$ cat config.mk
export PLATFORM = sky130hd
export DESIGN_NAME = router_port_top
export DESIGN_NICKNAME = d
export VERILOG_FILES = /design/src/logic/noc_pkg.sv /design/src/logic/router_port_top.sv /design/src/logic/channel_demux.sv /design/src/logic/packet_execute.sv /design/src/logic/route_decode.sv
export VERILOG_INCLUDE_DIRS = /design/src /design/src/logic
export SDC_FILE = /design/constraint.sdc
export NUM_CORES = 1
export LEC_CHECK = 0
export BUFFER_PORTS_ARGS = -buffer_cell sky130_fd_sc_hd__buf_2
export CAP_MARGIN = 20
export CORE_ASPECT_RATIO = 0.5
export CORE_MARGIN = 4
export CORE_UTILIZATION = 43
export DETAILED_ROUTE_END_ITERATION = 10
export PLACE_DENSITY = 0.82
export SYNTH_ARGS = -nofsm -noshare
export SYNTH_HDL_FRONTEND = slang
export SYNTH_SLANG_ARGS = --single-unit
$ cat constraint.sdc
create_clock -name clk -period 3.8 [get_ports clk]
set_clock_uncertainty 0.05 [all_clocks]
set_input_delay 0.95 -clock clk [delete_from_list [all_inputs] [get_ports clk]]
set_output_delay 0.95 -clock clk [all_outputs]
set_load 0.05 [all_outputs]
$ cat src/logic/noc_defines.svh
// Widths, mesh size and header ID for the NoC input port, included by the package and RTL.
`ifndef NOC_DEFINES_SVH
`define NOC_DEFINES_SVH

// ------------------------------
// Flit fields
// ------------------------------
`define NOC_DATA_WIDTH 32
`define NOC_ID_WIDTH 4

// Reserved ID that marks the first flit of a packet.
`define NOC_HEADER_ID 15

// ------------------------------
// Mesh geometry
// ------------------------------
`define NOC_CHANNELS 5
`define NOC_MESH_X 4
`define NOC_MESH_Y 4

// Enough bits to address any row or column of the mesh.
`define NOC_COORD_WIDTH 2

`endif
$ cat src/logic/noc_pkg.sv
// Flit, channel and coordinate types shared by the router port RTL and its testbench.
`default_nettype none

`include "noc_defines.svh"

package noc_pkg;

    // ------------------------------
    // Flit on the input and output streams
    // ------------------------------
    // In a header flit, data[1:0] is the target x and data[3:2] the target y.
    typedef struct packed {
        logic [`NOC_DATA_WIDTH-1:0] data;
        logic [`NOC_ID_WIDTH-1:0]   id;
        logic                       last;
    } flit_t;

    // ------------------------------
    // Output channels of the port
    // ------------------------------
    typedef enum logic [2:0] {
        CH_LOCAL = 3'd0,
        CH_NORTH = 3'd1,
        CH_EAST  = 3'd2,
        CH_SOUTH = 3'd3,
        CH_WEST  = 3'd4
    } channel_t;

    // Position of a router in the mesh.
    typedef struct packed {
        logic [`NOC_COORD_WIDTH-1:0] x;
        logic [`NOC_COORD_WIDTH-1:0] y;
    } coord_t;

endpackage

`default_nettype wire

$ cat src/logic/router_port_top.sv
// Top level of one mesh router input port; connects route decode, packet execute and demux.
`timescale 1ns/1ps
`default_nettype none

`include "noc_defines.svh"

module router_port_top
    import noc_pkg::*;
#(
    parameter int ROUTER_X = 0,
    parameter int ROUTER_Y = 0
) (
    input  logic                      clk,
    input  logic                      rst_n,

    input  flit_t                     in_flit,
    input  logic                      in_valid,
    output logic                      in_ready,

    output flit_t                     out_flit,
    output logic [`NOC_CHANNELS-1:0]  out_valid,
    input  logic [`NOC_CHANNELS-1:0]  out_ready,

    output logic [15:0]               drop_count
);

    channel_t route;

    flit_t    sel_flit;
    logic     sel_valid;
    logic     sel_ready;
    channel_t sel_channel;

    // ------------------------------
    // Route decode
    // ------------------------------
    route_decode #(
        .ROUTER_X (ROUTER_X),
        .ROUTER_Y (ROUTER_Y)
    ) u_route_decode (
        .in_flit (in_flit),
        .route   (route)
    );

    // ------------------------------
    // Packet execute
    // ------------------------------
    packet_execute u_packet_execute (
        .clk         (clk),
        .rst_n       (rst_n),
        .in_flit     (in_flit),
        .in_valid    (in_valid),
        .in_ready    (in_ready),
        .route       (route),
        .sel_flit    (sel_flit),
        .sel_valid   (sel_valid),
        .sel_ready   (sel_ready),
        .sel_channel (sel_channel),
        .drop_count  (drop_count)
    );

    // ------------------------------
    // Channel demux
    // ------------------------------
    channel_demux u_channel_demux (
        .sel_flit    (sel_flit),
        .sel_valid   (sel_valid),
        .sel_channel (sel_channel),
        .sel_ready   (sel_ready),
        .out_flit    (out_flit),
        .out_valid   (out_valid),
        .out_ready   (out_ready)
    );

endmodule

`default_nettype wire

$ cat src/logic/channel_demux.sv
// Output demultiplexer of the router port; raises one valid bit and returns that channel's ready.
`timescale 1ns/1ps
`default_nettype none

`include "noc_defines.svh"

module channel_demux
    import noc_pkg::*;
(
    input  flit_t                     sel_flit,
    input  logic                      sel_valid,
    input  channel_t                  sel_channel,
    output logic                      sel_ready,

    output flit_t                     out_flit,
    output logic [`NOC_CHANNELS-1:0]  out_valid,
    input  logic [`NOC_CHANNELS-1:0]  out_ready
);

    // ------------------------------
    // Shared flit bus
    // ------------------------------
    // Only the channel with its valid bit high samples the bus.
    assign out_flit = sel_flit;

    // ------------------------------
    // Valid steering and ready return
    // ------------------------------
    // A channel code outside the table matches no output, so it stalls.
    always_comb begin
        out_valid = '0;
        sel_ready = 1'b0;
        for (int i = 0; i < `NOC_CHANNELS; i++) begin
            if (int'(sel_channel) == i) begin
                out_valid[i] = sel_valid;
                sel_ready    = out_ready[i];
            end
        end
    end

endmodule

`default_nettype wire

$ cat src/logic/packet_execute.sv
// Packet lock for the input port; selects the channel of every flit and drops orphan body flits.
`timescale 1ns/1ps
`default_nettype none

`include "noc_defines.svh"

module packet_execute
    import noc_pkg::*;
(
    input  logic        clk,
    input  logic        rst_n,

    input  flit_t       in_flit,
    input  logic        in_valid,
    output logic        in_ready,

    input  channel_t    route,

    output flit_t       sel_flit,
    output logic        sel_valid,
    input  logic        sel_ready,
    output channel_t    sel_channel,

    output logic [15:0] drop_count
);

    logic     lock_active;
    channel_t lock_channel;

    logic is_header;
    logic orphan;
    logic transfer;

    // ------------------------------
    // Flit classification
    // ------------------------------
    assign is_header = (in_flit.id == `NOC_ID_WIDTH'(`NOC_HEADER_ID));

    // A body flit with no open packet has nowhere to go.
    assign orphan = in_valid && !is_header && !lock_active;

    // ------------------------------
    // Channel selection and handshake
    // ------------------------------
    assign sel_flit    = in_flit;
    assign sel_valid   = in_valid && !orphan;
    assign sel_channel = is_header ? route : lock_channel;

    // Orphans are swallowed at once, everything else waits for the output.
    assign in_ready = orphan ? 1'b1 : sel_ready;

    assign transfer = in_valid && in_ready;

    // ------------------------------
    // Packet lock
    // ------------------------------
    always_ff @(posedge clk or negedge rst_n) begin
        if (!rst_n) begin
            lock_active  <= 1'b0;
            lock_channel <= CH_LOCAL;
        end else if (transfer && !orphan) begin
            if (is_header) begin
                lock_active  <= !in_flit.last;   // A one-flit packet never locks.
                lock_channel <= route;
            end else if (in_flit.last) begin
                lock_active <= 1'b0;
            end
        end
    end

    // ------------------------------
    // Drop counter
    // ------------------------------
    always_ff @(posedge clk or negedge rst_n) begin
        if (!rst_n) begin
            drop_count <= '0;
        end else if (transfer && orphan) begin
            drop_count <= drop_count + 16'd1;
        end
    end

endmodule

`default_nettype wire

$ cat src/logic/route_decode.sv
// XY route computation; maps the target coordinates of a header flit to an output channel.
`timescale 1ns/1ps
`default_nettype none

`include "noc_defines.svh"

module route_decode
    import noc_pkg::*;
#(
    parameter int ROUTER_X = 0,
    parameter int ROUTER_Y = 0
) (
    input  flit_t    in_flit,
    output channel_t route
);

    // ------------------------------
    // Coordinates
    // ------------------------------
    localparam coord_t own = '{
        x: ROUTER_X[`NOC_COORD_WIDTH-1:0],
        y: ROUTER_Y[`NOC_COORD_WIDTH-1:0]
    };

    coord_t target;

    // The target sits in the low bits of the header payload, x below y.
    assign target.x = in_flit.data[`NOC_COORD_WIDTH-1:0];
    assign target.y = in_flit.data[2*`NOC_COORD_WIDTH-1:`NOC_COORD_WIDTH];

    // ------------------------------
    // Dimension-ordered routing
    // ------------------------------
    // X is resolved first, so a packet only turns once on its way.
    always_comb begin
        if (target.x > own.x) begin
            route = CH_EAST;
        end else if (target.x < own.x) begin
            route = CH_WEST;
        end else if (target.y > own.y) begin
            route = CH_NORTH;   // Y grows towards north.
        end else if (target.y < own.y) begin
            route = CH_SOUTH;
        end else begin
            route = CH_LOCAL;   // Packet has arrived.
        end
    end

endmodule

`default_nettype wire

# Word-level counts from Yosys, hierarchy flattened

Index checks and enable logic that the tools add are counted.

Add/sub/neg operators: 1
Magnitude comparators: 4
Mux-type cells: 18
Reductions and logical operators: 13
Equal/unequal tests: 5

Operators with widths:

| kind                    | number |
|---|---|
| $add A16 B1 Y16 const B | 1 |
| $mux W1                 | 13 |
| $mux W3                 | 4 |
| $eq A3 B3 Y1 const B    | 3 |
| $logic_and A1 B1 Y1     | 6 |
| $eq A4 B4 Y1 const B    | 1 |
| $gt A2 B1 Y1 const B    | 2 |
| $logic_not A1 Y1        | 4 |
| $lt A2 B1 Y1 const B    | 2 |
| $eq A3 B2 Y1 const B    | 1 |
| $logic_not A3 Y1        | 1 |
| $mux W2                 | 1 |
| $reduce_and A2 Y1       | 1 |
| $reduce_bool A2 Y1      | 1 |

Register bits after elaboration: 20
Logic and storage cells: 44
Output and inout bits: 59
Input port bits: 45

# Depth between registers and ports, before layout

Depth in word-level cells: 16
Mapped depth: 5
Depth with buffers taken out: 5

# Cells and area by module

Synthesis repeated with hierarchy kept, for this count alone.

Cells, all modules: 174
Area total of the unflattened synthesis: 1666.6 um2

By module, submodules not included:

| module         | cells an instance | instances | seq. area each (um2) | area an instance (um2) |
|---|---|---|---|---|
| packet_execute | 119               | 1         | 500.5                | 1268.7 |
| channel_demux  | 50                | 1         | 0.0                  | 367.9 |
| route_decode   | 5                 | 1         | 0.0                  | 30.0 |

# Worst setup path after synthesis

OpenSTA, ideal clock, no wires.

Path type: input -> output
From: input in_flit[4] (netlist name)
To: output out_valid[4]
Required time: 2800 ps
Stages: 3
Arrival time: 2675 ps
Path buffers: 0
Path slack: 125 ps
Path through: nand4_1 nand2_1 nor4_1

Word-level cells in the longest chain between the ends: 7
Elaborated cells on any way between the ends: 9
Those cells by class: eq/ne (2); mux (2); reduce/logical (5)

RTL lines:

| element                           | line                  | source |
|---|---|---|
| from (decl)                       | router_port_top.sv:16 | `input flit_t in_flit,` |
| $eq A4 B4 Y1 *                    | packet_execute.sv:37  | `` assign is_header = (in_flit.id == `NOC_ID_WIDTH'(`NOC_HEADER_ID)); `` |
| $logic_not A1 Y1                  | packet_execute.sv:40  | `assign orphan = in_valid && !is_header && !lock_active;` |
| $logic_and A1 B1 Y1 (2 in series) | packet_execute.sv:40  |  |
| $logic_not A1 Y1                  | packet_execute.sv:46  | `assign sel_valid = in_valid && !orphan;` |
| $logic_and A1 B1 Y1               | packet_execute.sv:46  |  |
| $mux W1 *                         | channel_demux.sv:34   | `if (int'(sel_channel) == i) begin` |
| to (decl)                         | router_port_top.sv:21 | `` output logic [`NOC_CHANNELS-1:0] out_valid, `` |

Every way passes the cells marked *; elsewhere a longest branch is shown, timed or not.

# Worst setup path after layout

From: input in_flit[3] (netlist name)
To: output out_valid[0]

Same word-level chain as after synthesis.

==> metrics.cfg <==
[run_status]
status = complete, no violations

[power_and_ir_drop]
power_density_nw_per_um2 = 555
clkPwrFrac_pct = 26.6
p_seq_share_pct = 37.4
vdd_drop_max_mv = 0.190
swShare_pct = 41.8
p_comb_share_pct = 36.0
intPower_w = 0.000470
p_sw_w = 0.000337
leakage_nw = 0.755

[floorplanning]
ios = 104
core_um2 = 3050
die_h_um = 48.1
die_area_um2 = 4240
initial_core_util_pct = 45.4
fp.dieW_um = 88.2
rows = 14

[setup_path]
cp_cell_sequence = buf_2, and4_1, nor4b_1, o21ai_0, nor2b_1, buf_2
cp_slowest_cell = and4_1
critPathMaxStageDelay_ps = 360
r2r_slack_ps = 2180
end_kind = output port
start_kind = input port
crit_fanout = 10
path_class = input port to output port
crit_top_cell = buf_2
critical_path_required_ps = 2800
arrival_ps = 2250

[timing]
finalMaxSlewViolations = 0
hold_viol_final = 0
rsz0062_at_grt = no
tightest_slew_ps = 509
fin_crit_sh_pct = 85.6
slew_headroom_pct = 66.1
setup_viol = 0
setup_tns_ps = 0
max_freq_ghz = 0.307
setup_slack_ps = 546
fin_crit_ps = 3250

[hold_path]
hold_class = flop to flop

[global_route]
grt_pass1_wl_um = 4360
grt.total_usage_pct = 13.5
overflow = 0
antenna_found_initial = 0
grt_max_degree = 21
grt_pass1_vias = 972

[yosys]
netlist_top_cells_area = dfrtp_1 36%, buf_4 20%, xnor2_1 6.3%
ys_types = 35
yosys-top-cells-count = 37 x buf_4, 20 x dfrtp_1, 10 x xnor2_1, 7 x nand3_1
synth_seq_area_share_pct = 36.2
synth-edff-count = 0
syn_inst = 139
synth.top_cell.area_share_pct = 36.2
syn_nets = 185
synth_xor_area_share_pct = 9.49
synth_adder_area_share_pct = 0.904
async_reset_ff_share_pct = 100
ys.flop_type = dfrtp_1
yosys-mux-area-fraction_pct = 4.52
yosys.area_share.simple_pct = 20.3
synth_compound_area_share_pct = 6.78
netlist_area_um2 = 1380
yosysMostFrequentCell = buf_4
syn_area_per_cell_um2 = 9.96
synth_top_family_by_area = buffers and inverters
ys.warnings.count = 0
synth_top_area_cell = dfrtp_1
ys_seq_elements = 20

[layout]
syn_to_final_growth_pct = 5.06
final_nets = 198
n_antenna_cell = 0
layout-drive-gt1-share_pct = 39.1

[routing]
drc = 0
drt-total-wl_um = 2770
wl_per_cell_um = 14.5
via_per_inst = 5.20
drt_iter0_markers = 27
num_vias = 993
drt-pass1-iter-count = 4
ant_nets = 0

[place]
port_buffers = 47
dp_worst_setup_slack_ps = 536
globalplace.congestion = 0.808
dpl.hpwl_um = 2210

[clock_network]
cts.repair.resized = 0
root_buffer = clkbuf_8
cts_tree = built
clock_path_buffers = 2
postCtsHoldBufs = 0
clkTransAtPathRegs_ps = 80
htree_levels = 1
cts.sinks = 20
clock_latency_ps = 270
post_cts_buffers = 0
cts_buffers = 3

[run]
cap_viol_max_count = 0

-- critical path: cells and delay by family --
kind	cells	cell delay, ps
and+or+nand+nor	3	780
AOI/OAI and AO/OA	1	150
buffers and inverters	2	370
-- cell type report --
cell class                 count  area (µm²)
fill                         292        1590
multi-input combinational     76         582
sequential                    20         500
timing repair buffer          47         235
tap                           40        50.0
clock buffer                   3        41.3
clock inverter                 1        30.0
inverter                       4        15.0
-- placed cells by master (no fill, tap or decap) --
cell / count
o21ai_0: 3
a41o_1: 2
nor2_1: 4
buf_2: 47
nand3_1: 7
nand3b_1: 1
mux2i_1: 4
inv_1: 4
o21ba_2: 1
and4_1: 4
nand2b_1: 1
or2_2: 1
a31oi_2: 1
clkbuf_8: 3
nor4b_1: 1
nor2b_1: 2
nand4b_2: 1
o22ai_1: 2
nor3_1: 3
bufinv_16: 1
nand2_1: 5
xnor2_1: 10
nand4_1: 3
and3_4: 1
dfrtp_1: 20
o31a_1: 1
mux2_1: 2
xor2_1: 5
or3b_1: 1
o21a_1: 2
nor4_1: 1
ha_1: 1
nor3_4: 2
and3_1: 3
nor3_2: 1
-- per-stage QoR --
stage               utilization [%]  hold WS (ps)  cells  total power, W  instance area [µm²]
detailed placement             45.4           414    187        0.000598                 1380
CTS                            47.7           429    191        0.000812                 1450
global route                   47.7           440    191        0.000839                 1450
global placement               45.4           416    187        0.000592                 1380
floorplan                         -           495    139        0.000605                 1380
finish                         47.7           419    191        0.000807                 1450
-- sequential cells by signal (all words and copies together), names as in the netlist --
signal	cells
u_packet_execute.lock_channel	3
u_packet_execute.drop_count	16
u_packet_execute.lock_active	1
-- logic make-up after synthesis --
logic type               Yosys count
AND/OR/NAND/NOR                   42
buffers and inverters             43
AO/OA/AOI/OAI                     12
adder cells (fa/ha/maj)            1
XOR/XNOR                          15
flip-flops                        20
multiplexers                       6
-- power by group through the flow --
stage | clock network, W | logic (W) | registers, W
after global placement | 0 | 0.000287 | 0.000304
after CTS | 0.000216 | 0.000294 | 0.000301
after floorplan | 0 | 0.000195 | 0.000410
after detailed placement | 0 | 0.000294 | 0.000305
final | 0.000215 | 0.000290 | 0.000302
after global routing | 0.000222 | 0.000308 | 0.000309
-- worst paths after layout --
path                                                  from                         endpoint  depth (start not counted)
setup / recovery                                in_flit[3]                     out_valid[0]                          6
hold / removal             u_packet_execute.drop_count[15]  u_packet_execute.drop_count[15]                          1
setup reg to reg              u_packet_execute.lock_active  u_packet_execute.drop_count[11]                          4
hold reg to reg            u_packet_execute.drop_count[15]  u_packet_execute.drop_count[15]                          1
max in group asynchronous                            rst_n   u_packet_execute.drop_count[8]                          1
min in group asynchronous                            rst_n   u_packet_execute.drop_count[9]                          1
-- layer usage --
layer	wire length [µm]	global-route usage, %
met5	0	0
met2	1510	27.0
met1	990	13.3
met3	198	4.38
met4	72	6.63
No activity file was read; power rests on OpenSTA's default activity.
